[src/replayQueuePkg.sv]
/*
 * Replay queue shared constants
 * Queue depth, issue latency, spacing limit and lane field widths
 */
package replayQueuePkg;

    // Queue depth and the memory issue latency behind the stall threshold
    localparam int ENTRY_NUM = 16;
    localparam int MEM_LATENCY = 3;

    // Saturation point of the spacing stamp
    localparam int MAX_INTERVAL = 7;

    // Lane fields
    localparam int PTR_WIDTH = 5;
    localparam int PAYLOAD_WIDTH = 16;

    // Data cache miss handling
    localparam int MSHR_NUM = 4;
    localparam int SUBSET_WIDTH = 4;

endpackage

[src/replayQueuePointer.sv]
/*
 * Replay queue pointers
 * Circular head and tail with an occupancy count and the stall threshold
 */
module replayQueuePointer import replayQueuePkg::*; #(
    parameter int entryNum = ENTRY_NUM
) (
    input  logic                            clk,
    input  logic                            rstN,
    input  logic                            push,
    input  logic                            pop,
    output logic [$clog2(entryNum)-1:0]     headPtr,
    output logic [$clog2(entryNum)-1:0]     tailPtr,
    output logic [$clog2(entryNum+1)-1:0]   count,
    output logic                            full,
    output logic                            empty,
    output logic                            almostFull
);

    localparam int IDX_W = $clog2(entryNum);
    localparam logic [IDX_W-1:0] LAST_IDX = IDX_W'(entryNum - 1);

    always_ff @(posedge clk) begin
        if (!rstN) begin
            headPtr <= '0;
            tailPtr <= '0;
            count <= '0;
        end else begin
            if (push) begin
                tailPtr <= (tailPtr == LAST_IDX) ? '0 : tailPtr + 1'b1;
            end
            if (pop) begin
                headPtr <= (headPtr == LAST_IDX) ? '0 : headPtr + 1'b1;
            end
            // Simultaneous push and pop leave the count alone
            if (push && !pop) begin
                count <= count + 1'b1;
            end else if (pop && !push) begin
                count <= count - 1'b1;
            end
        end
    end

    assign full = (count == entryNum);
    assign empty = (count == 0);
    // Leaves room for the loads still in the memory pipe after a stall
    assign almostFull = (count >= entryNum - MEM_LATENCY);

endmodule

[src/replayQueueRam.sv]
/*
 * Replay queue storage
 * Distributed dual-port RAM, synchronous write and asynchronous read
 */
module replayQueueRam #(
    parameter int entryNum = 16,
    parameter int entryWidth = 32
) (
    input  logic                            clk,
    input  logic                            we,
    input  logic [$clog2(entryNum)-1:0]     writeAddr,
    input  logic [entryWidth-1:0]           writeData,
    input  logic [$clog2(entryNum)-1:0]     readAddr,
    output logic [entryWidth-1:0]           readData
);

    logic [entryWidth-1:0] mem [entryNum];

    always_ff @(posedge clk) begin
        if (we) begin
            mem[writeAddr] <= writeData;
        end
    end

    assign readData = mem[readAddr];

endmodule

[src/replayIntervalTimer.sv]
/*
 * Replay spacing timer
 * Stamps each record with the cycles since the previous push and counts
 * the cycles since the previous pop, both saturating
 */
module replayIntervalTimer import replayQueuePkg::*; (
    input  logic                                clk,
    input  logic                                rstN,
    input  logic                                push,
    input  logic                                pop,
    output logic [$clog2(MAX_INTERVAL+1)-1:0]   intervalIn,
    output logic [$clog2(MAX_INTERVAL+1)-1:0]   intervalCount
);

    localparam int STAMP_W = $clog2(MAX_INTERVAL + 1);
    localparam logic [STAMP_W-1:0] STAMP_MAX = STAMP_W'(MAX_INTERVAL);

    always_ff @(posedge clk) begin
        if (!rstN) begin
            intervalIn <= '0;
            intervalCount <= '0;
        end else begin
            if (push) begin
                intervalIn <= '0;
            end else if (intervalIn < STAMP_MAX) begin
                intervalIn <= intervalIn + 1'b1;
            end

            // Mirrors the push side so pops keep the recorded spacing
            if (pop) begin
                intervalCount <= '0;
            end else if (intervalCount < STAMP_MAX) begin
                intervalCount <= intervalCount + 1'b1;
            end
        end
    end

endmodule

[src/replayPopControl.sv]
/*
 * Replay queue push and pop decisions
 * Push on any valid lane, pop once the spacing has elapsed and no head
 * load is still waiting for its MSHR data
 */
module replayPopControl import replayQueuePkg::*; #(
    parameter int intWidth = 1,
    parameter int memWidth = 1
) (
    input  logic [intWidth-1:0]                             intRecordValid,
    input  logic [memWidth-1:0]                             memRecordValid,
    input  logic                                            full,
    input  logic                                            empty,
    input  logic [$clog2(MAX_INTERVAL+1)-1:0]               intervalCount,
    input  logic [$clog2(MAX_INTERVAL+1)-1:0]               headStamp,
    input  logic [memWidth-1:0]                             headMemValid,
    input  logic [memWidth-1:0]                             headIsLoad,
    input  logic [memWidth-1:0]                             headHasMshr,
    input  logic [memWidth-1:0][$clog2(MSHR_NUM)-1:0]       headMshrId,
    input  logic [memWidth-1:0]                             headAddrHit,
    input  logic [memWidth-1:0][SUBSET_WIDTH-1:0]           headAddrSubset,
    input  logic [MSHR_NUM-1:0]                             mshrValid,
    input  logic [MSHR_NUM-1:0]                             mshrReady,
    input  logic [MSHR_NUM-1:0][SUBSET_WIDTH-1:0]           mshrAddrSubset,
    output logic                                            push,
    output logic                                            pop
);

    logic [memWidth-1:0] loadBlocked;
    logic [memWidth-1:0] subsetMatch;

    // Records offered while full are dropped, upstream watches stallUpper
    assign push = (|intRecordValid || |memRecordValid) && !full;

    always_comb begin
        for (int i = 0; i < memWidth; i++) begin
            // The MSHR still serves the line this load hit on
            subsetMatch[i] = mshrValid[headMshrId[i]] &&
                (mshrAddrSubset[headMshrId[i]] == headAddrSubset[i]);

            loadBlocked[i] = headMemValid[i] && headIsLoad[i] &&
                !mshrReady[headMshrId[i]] &&
                (headHasMshr[i] || (headAddrHit[i] && subsetMatch[i]));
        end
    end

    assign pop = !empty && (intervalCount >= headStamp) && !(|loadBlocked);

endmodule

[src/replayFlushFilter.sv]
/*
 * Replay output stage with selective flush
 * Registers the popped entry, masks lanes inside a recovered range and
 * releases the MSHRs held by flushed loads
 */
module replayFlushFilter import replayQueuePkg::*; #(
    parameter int intWidth = 1,
    parameter int memWidth = 1,
    parameter int entryNum = ENTRY_NUM,
    // Packed entry layout, shared with the top level
    localparam int MSHR_ID_W = $clog2(MSHR_NUM),
    localparam int STAMP_W = $clog2(MAX_INTERVAL + 1),
    localparam int INT_LANE_W = 1 + PTR_WIDTH + PAYLOAD_WIDTH,
    localparam int MEM_LANE_W = INT_LANE_W + 3 + MSHR_ID_W + SUBSET_WIDTH,
    localparam int MEM_BASE = intWidth * INT_LANE_W,
    localparam int ENTRY_W = MEM_BASE + memWidth * MEM_LANE_W + STAMP_W
) (
    input  logic                                        clk,
    input  logic                                        rstN,
    input  logic                                        pop,
    input  logic [ENTRY_W-1:0]                          headEntry,
    input  logic                                        recoveryStart,
    input  logic [PTR_WIDTH-1:0]                        flushRangeHead,
    input  logic [PTR_WIDTH-1:0]                        flushRangeTail,
    input  logic                                        flushAll,
    input  logic [$clog2(entryNum+1)-1:0]               count,
    output logic [intWidth-1:0]                         intReplayValid,
    output logic [intWidth-1:0][PTR_WIDTH-1:0]          intReplayPtr,
    output logic [intWidth-1:0][PAYLOAD_WIDTH-1:0]      intReplayPayload,
    output logic [memWidth-1:0]                         memReplayValid,
    output logic [memWidth-1:0][PTR_WIDTH-1:0]          memReplayPtr,
    output logic [memWidth-1:0][PAYLOAD_WIDTH-1:0]      memReplayPayload,
    output logic                                        replay,
    output logic                                        flushedOpExist,
    output logic [MSHR_NUM-1:0]                         mshrRelease
);

    localparam int VALID_POS = PAYLOAD_WIDTH + PTR_WIDTH;

    logic [ENTRY_W-1:0] entryReg;
    logic [intWidth-1:0] intValidReg;
    logic [memWidth-1:0] memValidReg;
    logic [$clog2(entryNum+1)-1:0] flushCount;
    logic [PTR_WIDTH-1:0] rangeHead;
    logic [PTR_WIDTH-1:0] rangeTail;
    logic flushAllReg;
    logic [intWidth-1:0] flushInt;
    logic [memWidth-1:0] flushMem;

    // Active-list distance test, wraps modulo the pointer width
    function automatic logic inRange(
        input logic [PTR_WIDTH-1:0] ptr,
        input logic [PTR_WIDTH-1:0] head,
        input logic [PTR_WIDTH-1:0] tail
    );
        logic [PTR_WIDTH-1:0] offset;
        logic [PTR_WIDTH-1:0] span;
        offset = ptr - head;
        span = tail - head;
        return offset < span;
    endfunction

    always_ff @(posedge clk) begin
        if (pop) begin
            entryReg <= headEntry;
        end
    end

    always_ff @(posedge clk) begin
        if (!rstN) begin
            intValidReg <= '0;
            memValidReg <= '0;
            replay <= 1'b0;
        end else begin
            for (int i = 0; i < intWidth; i++) begin
                intValidReg[i] <= pop && headEntry[i*INT_LANE_W + VALID_POS];
            end
            for (int i = 0; i < memWidth; i++) begin
                memValidReg[i] <= pop && headEntry[MEM_BASE + i*MEM_LANE_W + VALID_POS];
            end
            // Every stored entry holds at least one valid lane
            replay <= pop;
        end
    end

    // Entries queued at recovery time may hold flushed operations
    always_ff @(posedge clk) begin
        if (!rstN) begin
            flushCount <= '0;
        end else if (recoveryStart) begin
            flushCount <= count;
        end else if (flushCount != 0 && replay) begin
            flushCount <= flushCount - 1'b1;
        end
    end

    always_ff @(posedge clk) begin
        if (recoveryStart) begin
            rangeHead <= flushRangeHead;
            rangeTail <= flushRangeTail;
            flushAllReg <= flushAll;
        end
    end

    assign flushedOpExist = (flushCount != 0);

    always_comb begin
        for (int i = 0; i < intWidth; i++) begin
            intReplayPayload[i] = entryReg[i*INT_LANE_W +: PAYLOAD_WIDTH];
            intReplayPtr[i] = entryReg[i*INT_LANE_W + PAYLOAD_WIDTH +: PTR_WIDTH];
            flushInt[i] = flushedOpExist &&
                (flushAllReg || inRange(intReplayPtr[i], rangeHead, rangeTail));
            intReplayValid[i] = intValidReg[i] && !flushInt[i];
        end

        mshrRelease = '0;
        for (int i = 0; i < memWidth; i++) begin
            memReplayPayload[i] = entryReg[MEM_BASE + i*MEM_LANE_W +: PAYLOAD_WIDTH];
            memReplayPtr[i] = entryReg[MEM_BASE + i*MEM_LANE_W + PAYLOAD_WIDTH +: PTR_WIDTH];
            flushMem[i] = flushedOpExist &&
                (flushAllReg || inRange(memReplayPtr[i], rangeHead, rangeTail));
            memReplayValid[i] = memValidReg[i] && !flushMem[i];

            // A flushed load gives back the MSHR it allocated
            if (memValidReg[i] && flushMem[i] &&
                entryReg[MEM_BASE + i*MEM_LANE_W + INT_LANE_W + 1]) begin
                mshrRelease[entryReg[MEM_BASE + i*MEM_LANE_W + INT_LANE_W + 3 +: MSHR_ID_W]]
                    = 1'b1;
            end
        end
    end

endmodule

[src/replayQueue.sv]
/*
 * Replay queue
 * Records issued operations that missed their operands and replays them
 * in order with the recorded spacing, holding loads on pending MSHRs
 */
module replayQueue import replayQueuePkg::*; #(
    parameter int intWidth = 1,
    parameter int memWidth = 1,
    parameter int entryNum = ENTRY_NUM
) (
    input  logic                                        clk,
    input  logic                                        rstN,
    input  logic [intWidth-1:0]                         intRecordValid,
    input  logic [intWidth-1:0][PTR_WIDTH-1:0]          intRecordPtr,
    input  logic [intWidth-1:0][PAYLOAD_WIDTH-1:0]      intRecordPayload,
    input  logic [memWidth-1:0]                         memRecordValid,
    input  logic [memWidth-1:0][PTR_WIDTH-1:0]          memRecordPtr,
    input  logic [memWidth-1:0][PAYLOAD_WIDTH-1:0]      memRecordPayload,
    input  logic [memWidth-1:0]                         memRecordIsLoad,
    input  logic [memWidth-1:0]                         memRecordHasMshr,
    input  logic [memWidth-1:0][$clog2(MSHR_NUM)-1:0]   memRecordMshrId,
    input  logic [memWidth-1:0]                         memRecordAddrHit,
    input  logic [memWidth-1:0][SUBSET_WIDTH-1:0]       memRecordAddrSubset,
    input  logic [MSHR_NUM-1:0]                         mshrValid,
    input  logic [MSHR_NUM-1:0]                         mshrReady,
    input  logic [MSHR_NUM-1:0][SUBSET_WIDTH-1:0]       mshrAddrSubset,
    input  logic                                        recoveryStart,
    input  logic [PTR_WIDTH-1:0]                        flushRangeHead,
    input  logic [PTR_WIDTH-1:0]                        flushRangeTail,
    input  logic                                        flushAll,
    output logic [intWidth-1:0]                         intReplayValid,
    output logic [intWidth-1:0][PTR_WIDTH-1:0]          intReplayPtr,
    output logic [intWidth-1:0][PAYLOAD_WIDTH-1:0]      intReplayPayload,
    output logic [memWidth-1:0]                         memReplayValid,
    output logic [memWidth-1:0][PTR_WIDTH-1:0]          memReplayPtr,
    output logic [memWidth-1:0][PAYLOAD_WIDTH-1:0]      memReplayPayload,
    output logic                                        replay,
    output logic                                        stallUpper,
    output logic                                        flushedOpExist,
    output logic [MSHR_NUM-1:0]                         mshrRelease
);

    // Lane layout from bit 0: payload, pointer, valid, then the memory extras
    localparam int MSHR_ID_W = $clog2(MSHR_NUM);
    localparam int STAMP_W = $clog2(MAX_INTERVAL + 1);
    localparam int INT_LANE_W = 1 + PTR_WIDTH + PAYLOAD_WIDTH;
    localparam int MEM_LANE_W = INT_LANE_W + 3 + MSHR_ID_W + SUBSET_WIDTH;
    localparam int MEM_BASE = intWidth * INT_LANE_W;
    localparam int ENTRY_W = MEM_BASE + memWidth * MEM_LANE_W + STAMP_W;
    localparam int IDX_W = $clog2(entryNum);

    logic push;
    logic pop;
    logic [IDX_W-1:0] headPtr;
    logic [IDX_W-1:0] tailPtr;
    logic [$clog2(entryNum+1)-1:0] count;
    logic full;
    logic empty;
    logic almostFull;
    logic [STAMP_W-1:0] intervalIn;
    logic [STAMP_W-1:0] intervalCount;
    logic [ENTRY_W-1:0] recordEntry;
    logic [ENTRY_W-1:0] headEntry;

    logic [STAMP_W-1:0] headStamp;
    logic [memWidth-1:0] headMemValid;
    logic [memWidth-1:0] headIsLoad;
    logic [memWidth-1:0] headHasMshr;
    logic [memWidth-1:0][MSHR_ID_W-1:0] headMshrId;
    logic [memWidth-1:0] headAddrHit;
    logic [memWidth-1:0][SUBSET_WIDTH-1:0] headAddrSubset;

    always_comb begin
        for (int i = 0; i < intWidth; i++) begin
            recordEntry[i*INT_LANE_W +: INT_LANE_W] =
                {intRecordValid[i], intRecordPtr[i], intRecordPayload[i]};
        end
        for (int i = 0; i < memWidth; i++) begin
            recordEntry[MEM_BASE + i*MEM_LANE_W +: MEM_LANE_W] =
                {memRecordAddrSubset[i], memRecordMshrId[i], memRecordAddrHit[i],
                 memRecordHasMshr[i], memRecordIsLoad[i],
                 memRecordValid[i], memRecordPtr[i], memRecordPayload[i]};
        end
        recordEntry[ENTRY_W-1 -: STAMP_W] = intervalIn;
    end

    // Head fields needed by the pop decision
    always_comb begin
        logic [MEM_LANE_W-1:0] lane;
        headStamp = headEntry[ENTRY_W-1 -: STAMP_W];
        for (int i = 0; i < memWidth; i++) begin
            lane = headEntry[MEM_BASE + i*MEM_LANE_W +: MEM_LANE_W];
            headMemValid[i] = lane[PAYLOAD_WIDTH + PTR_WIDTH];
            headIsLoad[i] = lane[INT_LANE_W];
            headHasMshr[i] = lane[INT_LANE_W + 1];
            headAddrHit[i] = lane[INT_LANE_W + 2];
            headMshrId[i] = lane[INT_LANE_W + 3 +: MSHR_ID_W];
            headAddrSubset[i] = lane[INT_LANE_W + 3 + MSHR_ID_W +: SUBSET_WIDTH];
        end
    end

    replayPopControl #(
        .intWidth(intWidth),
        .memWidth(memWidth)
    ) popControl_i (
        .intRecordValid(intRecordValid),
        .memRecordValid(memRecordValid),
        .full(full),
        .empty(empty),
        .intervalCount(intervalCount),
        .headStamp(headStamp),
        .headMemValid(headMemValid),
        .headIsLoad(headIsLoad),
        .headHasMshr(headHasMshr),
        .headMshrId(headMshrId),
        .headAddrHit(headAddrHit),
        .headAddrSubset(headAddrSubset),
        .mshrValid(mshrValid),
        .mshrReady(mshrReady),
        .mshrAddrSubset(mshrAddrSubset),
        .push(push),
        .pop(pop)
    );

    replayQueuePointer #(.entryNum(entryNum)) pointer_i (
        .clk(clk),
        .rstN(rstN),
        .push(push),
        .pop(pop),
        .headPtr(headPtr),
        .tailPtr(tailPtr),
        .count(count),
        .full(full),
        .empty(empty),
        .almostFull(almostFull)
    );

    replayQueueRam #(
        .entryNum(entryNum),
        .entryWidth(ENTRY_W)
    ) ram_i (
        .clk(clk),
        .we(push),
        .writeAddr(tailPtr),
        .writeData(recordEntry),
        .readAddr(headPtr),
        .readData(headEntry)
    );

    replayIntervalTimer timer_i (
        .clk(clk),
        .rstN(rstN),
        .push(push),
        .pop(pop),
        .intervalIn(intervalIn),
        .intervalCount(intervalCount)
    );

    replayFlushFilter #(
        .intWidth(intWidth),
        .memWidth(memWidth),
        .entryNum(entryNum)
    ) flushFilter_i (
        .clk(clk),
        .rstN(rstN),
        .pop(pop),
        .headEntry(headEntry),
        .recoveryStart(recoveryStart),
        .flushRangeHead(flushRangeHead),
        .flushRangeTail(flushRangeTail),
        .flushAll(flushAll),
        .count(count),
        .intReplayValid(intReplayValid),
        .intReplayPtr(intReplayPtr),
        .intReplayPayload(intReplayPayload),
        .memReplayValid(memReplayValid),
        .memReplayPtr(memReplayPtr),
        .memReplayPayload(memReplayPayload),
        .replay(replay),
        .flushedOpExist(flushedOpExist),
        .mshrRelease(mshrRelease)
    );

    // Upper stages hold while replaying or when the queue nears full
    assign stallUpper = replay || almostFull;

endmodule

[config.mk]
export PLATFORM = sky130hd
export DESIGN_NAME = replayQueue
export DESIGN_NICKNAME = d
export VERILOG_FILES = /design/src/replayQueuePkg.sv /design/src/replayQueuePointer.sv /design/src/replayQueueRam.sv /design/src/replayIntervalTimer.sv /design/src/replayPopControl.sv /design/src/replayFlushFilter.sv /design/src/replayQueue.sv
export SDC_FILE = /design/constraint.sdc
export NUM_CORES = 1
export LEC_CHECK = 0
export BUFFER_PORTS_ARGS = -buffer_cell sky130_fd_sc_hd__buf_2
export CAP_MARGIN = 30
export CORE_ASPECT_RATIO = 1.25
export CORE_MARGIN = 2
export CORE_UTILIZATION = 65
export CTS_CLUSTER_SIZE = 16
export DETAILED_ROUTE_END_ITERATION = 6
export PLACE_DENSITY = 0.93
export SLEW_MARGIN = 20
export SYNTH_ARGS = -nofsm -noshare
export SYNTH_HDL_FRONTEND = slang
export SYNTH_SLANG_ARGS = --single-unit
[constraint.sdc]
create_clock -name clk -period 8.9 [get_ports clk]
set_clock_uncertainty 0.15 [all_clocks]
set_input_delay 0.89 -clock clk [delete_from_list [all_inputs] [get_ports clk]]
set_output_delay 0.89 -clock clk [all_outputs]
set_load 0.02 [all_outputs]
Yosys cells after proc, flatten, opt, wreduce, memory -nomap -nowiden
Memory sizes are Yosys's and may differ from the RTL's. A register that Yosys moved wholly into a read port is not among the register bits. Cells that the tools add are included.

Register bits: 87. Memory bits (writable): 896. Bits of input ports: 91. Output and inout bits: 51. Logic and storage cells: 96. Memories kept: 1.

$add $sub $neg: 10. Order comparisons: 9. Equality and inequality tests: 4. Multiplexer cells: 19. Bitwise operators: 1. Reduce and logical (&&, ||, !) cells: 39.

Memory list: ram_i.mem (depth 16, bits a word 56, read ports 1, clocked after Yosys merged registers in 1, write ports 1, RTL line replayQueueRam.sv:17) `logic [entryWidth-1:0] mem [entryNum];`.

Operators by type and width (count): $mux 4 (6); $logic_and 1x1->1 (20); $mux 5 (4); $sub 5x5->5 (3); $lt 5x5->1 (2); $sub 5x1->5 const B (2); $add 4x1->4 const B (2); $bmux 4 s2 (1); $eq 4x4->1 const B (2); $logic_not 1->1 (8); $add 3x1->3 const B (2); $lt 2x3->1 const B (2); $lt 3x3->1 const B (2); $add 5x1->5 const B (1); $eq 5x5->1 const B (1); $ge 5x4->1 const B (1); $logic_not 5->1 (1); $logic_or 1x1->1 (5); $mux 1 (5); $reduce_bool 5->1 (1); $bmux 1 s2 (2); $eq 4x4->1 (1); $reduce_bool 2->1 (2); $reduce_or 2->1 (2); other kinds (4) (4).

Logic depth before layout (Yosys ltp)
Gate-level depths: netlist (run 1).

Depth after elaboration: 12. Mapped depth: 25. Mapped depth without buffers: 19.

Modules after synthesis
A second synthesis (run 1) with hierarchy kept.

Cells, all modules: 1768. Area, all modules: 38024.0 um2.

By module, submodules not included: replayQueueRam (instances 1, cells an instance 1389, area each 33557.2 um2, seq. area each 26905.8 um2); replayFlushFilter (instances 1, cells an instance 231, area each 3133.0 um2, seq. area each 1841.8 um2); replayQueuePointer (instances 1, cells an instance 85, area each 748.2 um2, seq. area each 260.2 um2); replayPopControl (instances 1, cells an instance 36, area each 329.1 um2, seq. area each 0.0 um2); replayIntervalTimer (instances 1, cells an instance 26, area each 250.2 um2, seq. area each 120.1 um2); replayQueue (instances 1, cells an instance 1, area each 6.3 um2, seq. area each 0.0 um2).

Worst setup path after synthesis (run 1)
Ideal clock, no wire load.

Kind: input port to flip-flop. From: input memRecordValid. To: memory ram_i.mem[3][0] (netlist bit) (enable). Setup time: 0.539 ns. Data arrival time: 5.307 ns. Data required time: 8.211 ns. Setup slack: 2.905 ns. Stages: 4. Buffers on the path: 1. Cells stage by stage: o22a_1 clkbuf_1 nand2_1 nor3_1.

Cells in the longest elaborated chain, start to end: 4.

Ends and longest elaborated chain: start, declared (RTL line replayQueue.sv:16) `input logic [memWidth-1:0] memRecordValid,`; $logic_or 1x1->1 (RTL line replayPopControl.sv:33) `assign push = (|intRecordValid || |memRecordValid) && !full;`; $logic_and 1x1->1 (RTL line replayPopControl.sv:33); via pointer_i.push (RTL line replayQueuePointer.sv:10) `input logic push,`; $mux 1 (RTL line replayQueueRam.sv:20) `if (we) begin`; $mux 1 (not written as such) (RTL line replayQueueRam.sv:21) `mem[writeAddr] <= writeData;`; end, declared (RTL line replayQueueRam.sv:17).

The timed path passes the listed nets, and every way through them passes these cells.

==> impl_results.md, run 1 <==
* DRT Pass-1 Iters at 6
* Max-slew headroom at 37.3%
* Reg2Reg Setup Slack at 3.00 ns
* Hold Path Sink: flushFilter_i.rangeHead[3]
* RR Endpoint: pointer_i.count[4]
* CTS Hold Bufs at 0
* Power Density at 296 mW/mm^2
* Hold Path Stages at 1
* TritonCTS buffer count at 87
* Tcrit/Tclk final at 66.3%
* CTS H-tree lvls at 3
* Max Buffers Root-to-Sink at 3
* Mapped Area at 0.0383 mm^2
* Slew Viols, Final at 0
* Power Total at 12700 uW
* Post-route design area at 0.0429 mm^2
* Worst VDD drop at 321 uV
* CP Buf/Inv Count at 3
* Die width at 221 um
* Post-synth EDFFs at 952
* Post-Syn Area per Cell at 22.7 um^2
* Post-Syn Nets at 1816
* CTS tree: built
* Gr usage total at 33.1%
* Worst-path cell chain: buf_4 > mux4_2 > mux4_2 > inv_1 > ha_1 > a21oi_1 > nor2b_1 > o22ai_1 > or2_1 > a31oi_4 > nor2_4 > ha_1 > inv_1 > fa_1 > a21o_1 > a21oi_1 > xnor2_1 > or3_1 > a21oi_1
* R2r worst-path depth at 19
* DIE AREA at 0.0609 mm^2
* Vias in the first global route at 19800
* Yosys cell types at 64
* Hold crit path type: in -> reg
* Outcome: finished, final reports clean
* Worst-Margin Slew at 0.941 ns
* Die Height at 275 um
* Register bit total from synthesis at 983
* Kind of critical path: reg -> reg
* Worst min-delay path startpoint: flushRangeHead[3]
* DRC at 0
* Critical Path Slowest Stage Cell: dfxtp_4
* Nets at 1975
* FP Rows at 99
* WP data required at 9.30 ns
* Clock root buffer master: clkbuf_16
* Pin count of the biggest net entering global routing at 69
* Detailed Place HPWL at 48500 um
* Setup tns final at 0 ns
* Crit. End Element: flip-flop
* First-pass GRT wire length at 143000 um
* CTS Sinks at 983
* Worst EP arrival at 6.30 ns
* CP top delay family: compound AO/OA/AOI/OAI gates
* RSZ-0062 raised after global routing: false
* WL/cell at 36.8 um
* Syn. warnings at 0
* Initial antenna violation count at 8
* Gr ovfl total at 0
* CP max FO at 52
* Detail Route Antenna Nets at 0
* Final setup viols at 0
* Area Growth Syn to Fin at 11.9%
* Pleak at 0.0137 uW
* Post-Synthesis Cells at 1686
* Final wirelength at 98400 um
* Clk pin slew, worst setup/hold paths at 0.07 ns
* DR iter-0 viols at 3053
* Peak Freq at 170 MHz
* Vias per inst at 7.32
* Post-synth ARST share at 0%
* # IOs at 142
* CTS resizes at 0
* Minimum clock period at 5.90 ns
* Max cap viols at 0
* CORE AREA at 0.0583 mm^2
* Port-buffer cells at 141
* Synth Flop Type: edfxtp_1
* Share of cells above drive strength 1 at 32.9%
* GPL Wtd Cong at 0.864
* CP dominant cell by count: a21oi_1
* Max stage delay on crit path at 0.76 ns
* Routed vias at 19600
* Clk_lat worst skew at 0.65 ns
* Final Core Density at 73.5%
* Starting Density at 65.6%
* Min Hold Slack at 0.278 ns
* Sequential cell area fraction in the yosys report at 76.3%
* Startpoint types: flip-flop
* Fillers at 2853
* Endpoints failing hold at 0
* Post-DP Area at 0.0400 mm^2
* Post-CTS Setup Repair Bufs at 0
[state kept, by name (all words and copies together), names as in the netlist, named ones only]
signal	cells
flushFilter_i.flushAllReg	1
pointer_i.tailPtr	4
flushFilter_i.rangeTail	5
timer_i.intervalIn	3
flushFilter_i.entryReg	45
flushFilter_i.flushCount	5
flushFilter_i.memValidReg	1
flushFilter_i.rangeHead	5
flushFilter_i.intValidReg	1
flushFilter_i.replay	1
ram_i.mem	896
pointer_i.count	5
timer_i.intervalCount	3
pointer_i.headPtr	4
[cells in the mapped netlist (3+ instances only)]
master / count / area [um^2]
dfxtp_1: 31 / 621
and3_1: 4 / 25.0
fa_1: 4 / 80.1
o21ai_0: 10 / 50.1
nand2_1: 34 / 128
inv_1: 24 / 90.1
nand2b_1: 13 / 81.3
nor3_1: 6 / 30.0
xnor2_1: 13 / 114
o22a_1: 3 / 26.3
buf_2: 24 / 120
buf_6: 5 / 56.3
buf_1: 4 / 15.0
o2111ai_1: 5 / 43.8
edfxtp_1: 952 / 28600
ha_1: 35 / 438
mux2_2: 5 / 56.3
nor2_1: 39 / 146
mux4_2: 273 / 6150
nand3_1: 6 / 30.0
mux2i_1: 17 / 170
xor2_1: 10 / 87.6
clkbuf_1: 38 / 143
o221ai_1: 4 / 35.0
a21o_1: 9 / 67.6
a21oi_1: 25 / 125
buf_4: 43 / 323
nor2b_1: 4 / 25.0
[worst max path at each step]
stage | start | to | cells after the start | slack (ns)
after floorplan | memRecordValid | ram_i.mem[3][0] | 4 | 2.90
after global placement | flip-flop | pointer_i.count[4] | 16 | 3.38
after detailed placement | flip-flop | pointer_i.count[4] | 18 | 3.18
after CTS | flip-flop | pointer_i.count[4] | 19 | 3.06
after global routing | flip-flop | pointer_i.count[4] | 19 | 2.86
final | flip-flop | pointer_i.count[4] | 19 | 3.00
[worst register-to-register path, delay by kind of cell, from the launching register on]
family          cells  cell delay [ns]
buf+inv             3             0.99
compound gates      6             1.17
xor+xnor            1             0.10
mux                 2             0.92
fa+ha+maj           3             0.86
flops               1             0.76
simple gates        4             0.86
[cells by family after synthesis]
logic type | synth area share, %
DFF | 76.3
muxes | 16.7
buffers and inverters | 2.03
and+or+nand+nor | 1.56
AOI/OAI and AO/OA | 1.52
adders and majority gates | 1.35
xor gates and xnor gates | 0.526
[layer usage]
metal / global-route usage, % / vias to the layer above / part of all wire [%]
li1: - / 7323 / -
met1: 44.2 / 10100 / 34
met2: 54.9 / 1809 / 51
met3: 5.84 / 292 / 11
met4: 14.4 / 6 / 4.1
met5: 0 / - / 0.036
[layout make-up]
class                      instances  area, um^2  share of cell area (%)
antenna                            5        12.5                  0.0292
sequential                       983       29200                    68.2
inverter                          30         123                   0.286
clock buffer                      98        2260                    5.28
timing repair buffer             184        1320                    3.09
clock inverter                    58         562                    1.31
multi-input combinational        559        8410                    19.6
tap                              757         947                    2.21
[cell usage in the layout, fill, tap and decap left out, types with 4 or more instances in the layout]
| master | synthesis | routed |
|---|---|---|
| nor3_2 | 2 | 6 |
| clkinv_1 | 2 | 18 |
| a21oi_1 | 25 | 25 |
| xnor2_1 | 13 | 13 |
| mux4_2 | 273 | 273 |
| nor2_4 | 1 | 13 |
| and3_1 | 4 | 4 |
| fa_1 | 4 | 4 |
| nand2b_1 | 13 | 13 |
| clkbuf_16 | 0 | 89 |
| nor2b_1 | 4 | 4 |
| buf_2 | 24 | 141 |
| clkinv_2 | 0 | 18 |
| mux2i_1 | 17 | 17 |
| o2111ai_1 | 5 | 5 |
| inv_6 | 1 | 6 |
| buf_16 | 0 | 11 |
| o221ai_1 | 4 | 4 |
| xor2_1 | 10 | 10 |
| nor2_1 | 39 | 27 |
| nand2_1 | 34 | 34 |
| mux2_2 | 5 | 5 |
| clkbuf_1 | 38 | 9 |
| dfxtp_1 | 31 | 28 |
| nand3_1 | 6 | 6 |
| a21o_1 | 9 | 9 |
| bufinv_16 | 0 | 10 |
| buf_4 | 43 | 26 |
| ha_1 | 35 | 35 |
| inv_1 | 24 | 24 |
| diode_2 | 0 | 5 |
| edfxtp_1 | 952 | 952 |
| o21ai_0 | 10 | 10 |
| buf_12 | 0 | 6 |
| clkinvlp_4 | 0 | 7 |
[per-stage QoR]
stage	setup slack, ns	instances
after global placement	3.38	2496
after global routing	2.86	2674
final	3.00	2674
after detailed placement	3.18	2512
after CTS	3.06	2668
after floorplan	2.90	1686
[report_power, final]
part	total (uW)	internal [uW]	switching [uW]
combinational	3020	1300	1720
clock	3830	2120	1700
sequential	5850	5580	271
total	12700	9000	3690
(Power assumes the default switching activity.)
==> inputs of run 2 (changes only) <==
--- a/config.mk
+++ b/config.mk
@@ -9,10 +9,10 @@
 export CAP_MARGIN = 30
 export CORE_ASPECT_RATIO = 1.25
 export CORE_MARGIN = 2
-export CORE_UTILIZATION = 65
+export CORE_UTILIZATION = 61
 export CTS_CLUSTER_SIZE = 16
 export DETAILED_ROUTE_END_ITERATION = 6
-export PLACE_DENSITY = 0.93
+export PLACE_DENSITY = 0.89
 export SLEW_MARGIN = 20
 export SYNTH_ARGS = -nofsm -noshare
 export SYNTH_HDL_FRONTEND = slang
==> constraint.sdc (replaced) <==
create_clock -name clk -period 5.9 [get_ports clk]
set_clock_uncertainty 0.15 [all_clocks]
set_input_delay 0.59 -clock clk [delete_from_list [all_inputs] [get_ports clk]]
set_output_delay 0.59 -clock clk [all_outputs]
set_load 0.02 [all_outputs]
==> impl_results.md, run 2 (synthesis results as in run 1) <==
* FP Rows at 102 (was 99)
* Vias in the first global route at 19900 (was 19800)
* CTS H-tree lvls at 3 (unchanged)
* Die width at 228 um (was 221 um)
* DRC at 0 (unchanged)
* Most frequent cells in the layout: edfxtp_1, mux4_2, buf_2, clkbuf_16, ha_1 (unchanged)
* Share of cells above drive strength 1 at 33.0% (was 32.9%)
* Wire length on met1 at 33400 um (was 33200 um)
* Reg2Reg Setup Slack at 0.52 ns (was 3.00 ns)
* Area Growth Syn to Fin at 12.8% (was 11.9%)
* Reg area at 0.0292 mm^2 (unchanged)
* Kind of critical path: reg -> reg (unchanged)
* Crit. End Element: flip-flop (unchanged)
* Setup tns final at 0 ns (unchanged)
* Nets at 1992 (was 1975)
* Hold crit path type: in -> reg (unchanged)
* Max Buffers Root-to-Sink at 3 (unchanged)
* CTS tree: built (unchanged)
* Clk_lat worst skew at 0.66 ns (was 0.65 ns)
* CTS Sinks at 983 (unchanged)
* Peak Freq at 186 MHz (was 170 MHz)
* Initial antenna violation count at 11 (was 8)
* Detail Route Antenna Nets at 0 (unchanged)
* Worst-Margin Slew at 1.06 ns (was 0.941 ns)
* Final setup viols at 0 (unchanged)
* Max cap viols at 0 (unchanged)
* Final Core Density at 69.6% (was 73.5%)
* Met2 wirelength from detailed routing at 51000 um (was 50200 um)
* # IOs at 142 (unchanged)
* Number of flip-flops in the largest register at 896 (unchanged)
* Power Density at 447 mW/mm^2 (was 296 mW/mm^2)
* Fillers at 3374 (was 2853)
* Hold Path Stages at 1 (unchanged)
* Clock root buffer master: clkbuf_16 (unchanged)
* DRT Pass-1 Iters at 5 (was 6)
* Regs by FF count: ram_i.mem (896), flushFilter_i.entryReg (45) (unchanged)
* Vias per inst at 6.95 (was 7.32)
* DR iter-0 viols at 2879 (was 3053)
* Largest Register: ram_i.mem (unchanged)
* Worst EP arrival at 5.80 ns (was 6.30 ns)
* Gr usage total at 30.8% (was 33.1%)
* WP data required at 6.33 ns (was 9.30 ns)
* Detailed Place HPWL at 49700 um (was 48500 um)
* DIE AREA at 0.0648 mm^2 (was 0.0609 mm^2)
* Slew Viols, Final at 0 (unchanged)
* Starting Density at 61.7% (was 65.6%)
* Tcrit/Tclk final at 91.1% (was 66.3%)
* Outcome: finished, final reports clean (unchanged)
* WL/cell at 35.6 um (was 36.8 um)
* Die Height at 284 um (was 275 um)
* Commonest non-fill, non-tap cell in the layout: edfxtp_1 (unchanged)
* Min Hold Slack at 0.156 ns (was 0.278 ns)
* R2r worst-path depth at 18 (was 19)
* Port-buffer cells at 141 (unchanged)
* Endpoints failing hold at 0 (unchanged)
* Pleak at 0.0138 uW (was 0.0137 uW)
* Multi-input gate area at 0.00841 mm^2 (unchanged)
* Max-slew headroom at 29.4% (was 37.3%)
* GPL Wtd Cong at 0.807 (was 0.864)
* RR Endpoint: pointer_i.count[4] (unchanged)
* Routed vias at 19300 (was 19600)
* RSZ-0062 raised after global routing: false (unchanged)
* CP max FO at 44 (was 52)
* Final wirelength at 98700 um (was 98400 um)
* Gr ovfl total at 0 (unchanged)
* Startpoint types: flip-flop (unchanged)
* Minimum clock period at 5.38 ns (was 5.90 ns)
* First-pass GRT wire length at 142000 um (was 143000 um)
* Post-CTS Setup Repair Bufs at 0 (unchanged)
* Worst min-delay path startpoint: intRecordPayload[6] (was flushRangeHead[3])
* CORE AREA at 0.0620 mm^2 (was 0.0583 mm^2)
* Worst VDD drop at 293 uV (was 321 uV)
* TritonCTS buffer count at 88 (was 87)
* Metal3 WL at 10200 um (was 10900 um)
* Pin count of the biggest net entering global routing at 54 (was 69)
* Top sig layer: met5 (unchanged)
* Hold Path Sink: ram_i.mem[12][6] (was flushFilter_i.rangeHead[3])
* Clk pin slew, worst setup/hold paths at 0.07 ns (about the same)
run 2: area by class of cell:
type	count	area share [%]
Antenna cell	7	0.0406
Clock buffer	110	5.46
Clock inverter	51	1.39
Inverter	30	0.284
Multi-Input combinational cell	559	19.5
Sequential cell	983	67.7
Tap cell	832	2.41
Timing Repair Buffer	200	3.25
run 2: critical path, stage by stage (launching register included):
cell,delay [ns]
dfxtp_4,0.84
mux4_2,0.43
mux4_2,0.50
ha_1,0.28
nand2b_1,0.18
a21oi_1,0.26
nor2b_1,0.12
o22ai_1,0.36
or2_1,0.22
a31oi_4,0.07
nor2_4,0.19
ha_1,0.21
inv_1,0.11
fa_1,0.42
a21o_1,0.20
a21oi_1,0.19
xnor2_1,0.09
or3_1,0.32
a21oi_1,0.14
run 2: routing by layer:
metal  vias to the layer above  GRT usage [%]
met4                         6           14.0
li1                       7376              -
met1                      9918           39.7
met2                      1714           51.5
met5                         -              0
met3                       261           5.94
run 2: stage by stage:
step	total power, uW	instance area, um^2	std cells	setup WS, ns
final	19300	43200	2772	0.523
after global routing	19800	43200	2771	0.285
after CTS	19300	43000	2761	0.590
after detailed placement	13300	40000	2589	0.692
after global placement	13000	39800	2583	0.869
after floorplan	12100	38300	1686	0.205
run 2: repair_timing:
action,4_1_cts,5_1_grt
hold buffers,11,0
gates resized for setup,0,0
hold endpoints to repair,11,0
run 2: worst max path at each step:
stage | start | end | slack (ns) | cells past startpoint
final | flip-flop | pointer_i.count[4] | 0.52 | 18
after global routing | flip-flop | pointer_i.count[4] | 0.29 | 18
after CTS | flip-flop | pointer_i.count[4] | 0.59 | 17
after detailed placement | flip-flop | pointer_i.count[4] | 0.69 | 18
after global placement | flip-flop | pointer_i.count[4] | 0.87 | 18
after floorplan | memRecordValid | ram_i.mem[3][0] | 0.20 | 4
run 2: power by group:
| group | internal [uW] | switching [uW] |
|---|---|---|
| registers | 8410 | 373 |
| logic | 1940 | 2610 |
| clock network | 3340 | 2620 |
==> inputs of run 3 (changes only) <==
--- a/config.mk
+++ b/config.mk
@@ -12,7 +12,7 @@
 export CORE_UTILIZATION = 61
 export CTS_CLUSTER_SIZE = 16
 export DETAILED_ROUTE_END_ITERATION = 6
-export PLACE_DENSITY = 0.89
+export PLACE_DENSITY = 0.76
 export SLEW_MARGIN = 20
 export SYNTH_ARGS = -nofsm -noshare
 export SYNTH_HDL_FRONTEND = slang
==> impl_results.md, run 3 (synthesis results as in run 1) <==
* Outcome: finished, final reports clean (unchanged)
* Most frequent cells in the layout: edfxtp_1, mux4_2, buf_2, clkbuf_16, buf_4 (was edfxtp_1, mux4_2, buf_2, clkbuf_16, ha_1)
* DRC at 0 (unchanged)
* CTS resizes at 0 (unchanged)
* Post-route design area at 0.0431 mm^2 (was 0.0432 mm^2)
* Die Height at 284 um (unchanged)
* Detailed Place HPWL at 42200 um (was 49700 um)
* Vias in the first global route at 19300 (was 19900)
* CTS tree: built (unchanged)
* Worst VDD drop at 442 uV (was 293 uV)
* CORE AREA at 0.0620 mm^2 (unchanged)
* Post-CTS Setup Repair Bufs at 0 (unchanged)
* Port-buffer cells at 141 (unchanged)
* Final wirelength at 89800 um (was 98700 um)
* Worst-Margin Slew at 0.952 ns (was 1.06 ns)
* Gr ovfl total at 0 (unchanged)
* Max-slew headroom at 36.4% (was 29.4%)
* Startpoint types: flip-flop (unchanged)
* Number of flip-flops in the largest register at 896 (unchanged)
* WP data required at 6.31 ns (was 6.33 ns)
* CP max FO at 35 (was 44)
* DIE AREA at 0.0648 mm^2 (unchanged)
* Largest Register: ram_i.mem (unchanged)
* Max cap viols at 0 (unchanged)
* Power Density at 443 mW/mm^2 (was 447 mW/mm^2)
* Minimum clock period at 5.26 ns (was 5.38 ns)
* Die width at 228 um (unchanged)
* DR iter-0 viols at 2178 (was 2879)
* TritonCTS buffer count at 91 (was 88)
* Max Buffers Root-to-Sink at 3 (unchanged)
* Detail Route Antenna Nets at 0 (unchanged)
* Initial antenna violation count at 10 (was 11)
* Peak Freq at 190 MHz (was 186 MHz)
* Final setup viols at 0 (unchanged)
* Pleak at 0.0138 uW (about the same)
* Gr usage total at 27.8% (was 30.8%)
* RSZ-0062 raised after global routing: false (unchanged)
* Worst min-delay path startpoint: intRecordPayload[15] (was intRecordPayload[6])
* DRT Pass-1 Iters at 6 (was 5)
* Clock root buffer master: clkbuf_16 (unchanged)
* WL/cell at 32.4 um (was 35.6 um)
* CTS Sinks at 983 (unchanged)
* Routed vias at 18400 (was 19300)
* CTS H-tree lvls at 3 (unchanged)
* Tcrit/Tclk final at 89.1% (was 91.1%)
* Area Growth Syn to Fin at 12.5% (was 12.8%)
* Crit. End Element: flip-flop (unchanged)
* Kind of critical path: reg -> reg (unchanged)
* Starting Density at 61.7% (unchanged)
* Pin count of the biggest net entering global routing at 54 (unchanged)
* Hold crit path type: in -> reg (unchanged)
* Endpoints failing hold at 0 (unchanged)
* Commonest non-fill, non-tap cell in the layout: edfxtp_1 (unchanged)
* # IOs at 142 (unchanged)
* Nets at 1994 (was 1992)
* Worst EP arrival at 5.67 ns (was 5.80 ns)
* Share of cells above drive strength 1 at 33.0% (about the same)
* Clk_lat worst skew at 0.65 ns (was 0.66 ns)
* First-pass GRT wire length at 129000 um (was 142000 um)
* GPL Wtd Cong at 0.805 (was 0.807)
* FP Rows at 102 (unchanged)
* Post-DP Area at 0.0399 mm^2 (was 0.0400 mm^2)
* Slew Viols, Final at 0 (unchanged)
* Regs by FF count: ram_i.mem (896), flushFilter_i.entryReg (45) (unchanged)
* Setup tns final at 0 ns (unchanged)
* Clk pin slew, worst setup/hold paths at 0.07 ns (about the same)
* Vias per inst at 6.64 (was 6.95)
run 3: changes by cell type in the layout (fill, tap and decap cells not counted):
| cell | previous run | this run |
|---|---|---|
| buf_12 | 7 | 5 |
| buf_16 | 7 | 3 |
| buf_4 | 34 | 38 |
| buf_8 | 0 | 1 |
| clkbuf_1 | 17 | 9 |
| clkbuf_16 | 90 | 93 |
| clkbuf_8 | 3 | 0 |
| clkinv_1 | 13 | 23 |
| clkinv_16 | 1 | 0 |
| clkinv_2 | 15 | 17 |
| clkinv_4 | 2 | 1 |
| clkinv_8 | 2 | 1 |
| clkinvlp_4 | 5 | 8 |
| diode_2 | 7 | 3 |
run 3: metal layers:
metal  wire (um)  share of wire [%]  up-vias  track usage, %
met5          61              0.068        -               0
met2       47400                 53     1182            47.4
met3        7480                8.3      212            4.92
met1       32000                 36     9635            36.5
li1            -                  -     7373               -
met4        2820                3.1       10            10.0
run 3: cell type report:
cell class	count	area (um^2)
Inverter	30	123
Tap cell	832	1040
Clock inverter	63	614
Multi-Input combinational cell	559	8410
Timing Repair Buffer	199	1300
Antenna cell	3	7.51
Fill cell	3649	19000
Clock buffer	102	2360
Sequential cell	983	29200
run 3: final timing paths:
check                                          end  slack [ns]  depth (start not counted)
worst max-delay path            pointer_i.count[4]        0.64                         18
worst min-delay path              ram_i.mem[4][15]        0.17                          1
worst max register to register  pointer_i.count[4]        0.64                         18
worst min register to register           flip-flop        0.39                          2
run 3: report_power, final:
| part | internal, uW | switching [uW] | total (uW) |
|---|---|---|---|
| Combinational | 1920 | 2500 | 4420 |
| Sequential | 8410 | 336 | 8750 |
| Clock | 3370 | 2570 | 5940 |
| Total | 13700 | 5400 | 19100 |
run 3: worst max-delay path: stages (launching register included):
cell	delay (ns)
dfxtp_4	0.81
mux4_2	0.59
mux4_2	0.52
ha_1	0.30
nand2b_1	0.15
a21oi_1	0.26
nor2b_1	0.08
o22ai_1	0.28
or2_1	0.20
a31oi_4	0.06
nor2_4	0.17
ha_1	0.20
inv_1	0.10
fa_1	0.41
a21o_1	0.17
a21oi_1	0.16
xnor2_1	0.09
or3_1	0.30
a21oi_1	0.14
run 3: repair_timing:
item	CTS	global route
hold buffers	11	0
endpoints found under the setup margin	0	0
endpoints found under the hold margin	11	0
run 3: stage by stage:
stage / total power [uW] / hold slack, ns / worst slack, ns / util [%] / std cells
3_3_place_gp: 13000 / 0.345 / 0.736 / 64.2 / 2586
2_1_floorplan: 12100 / 0.330 / 0.205 / - / 1686
5_1_grt: 19800 / 0.172 / 0.366 / 69.4 / 2771
3_5_place_dp: 13200 / 0.375 / 0.766 / 64.4 / 2590
6_report: 19100 / 0.166 / 0.645 / 69.4 / 2771
4_1_cts: 19200 / 0.138 / 0.632 / 69.4 / 2766
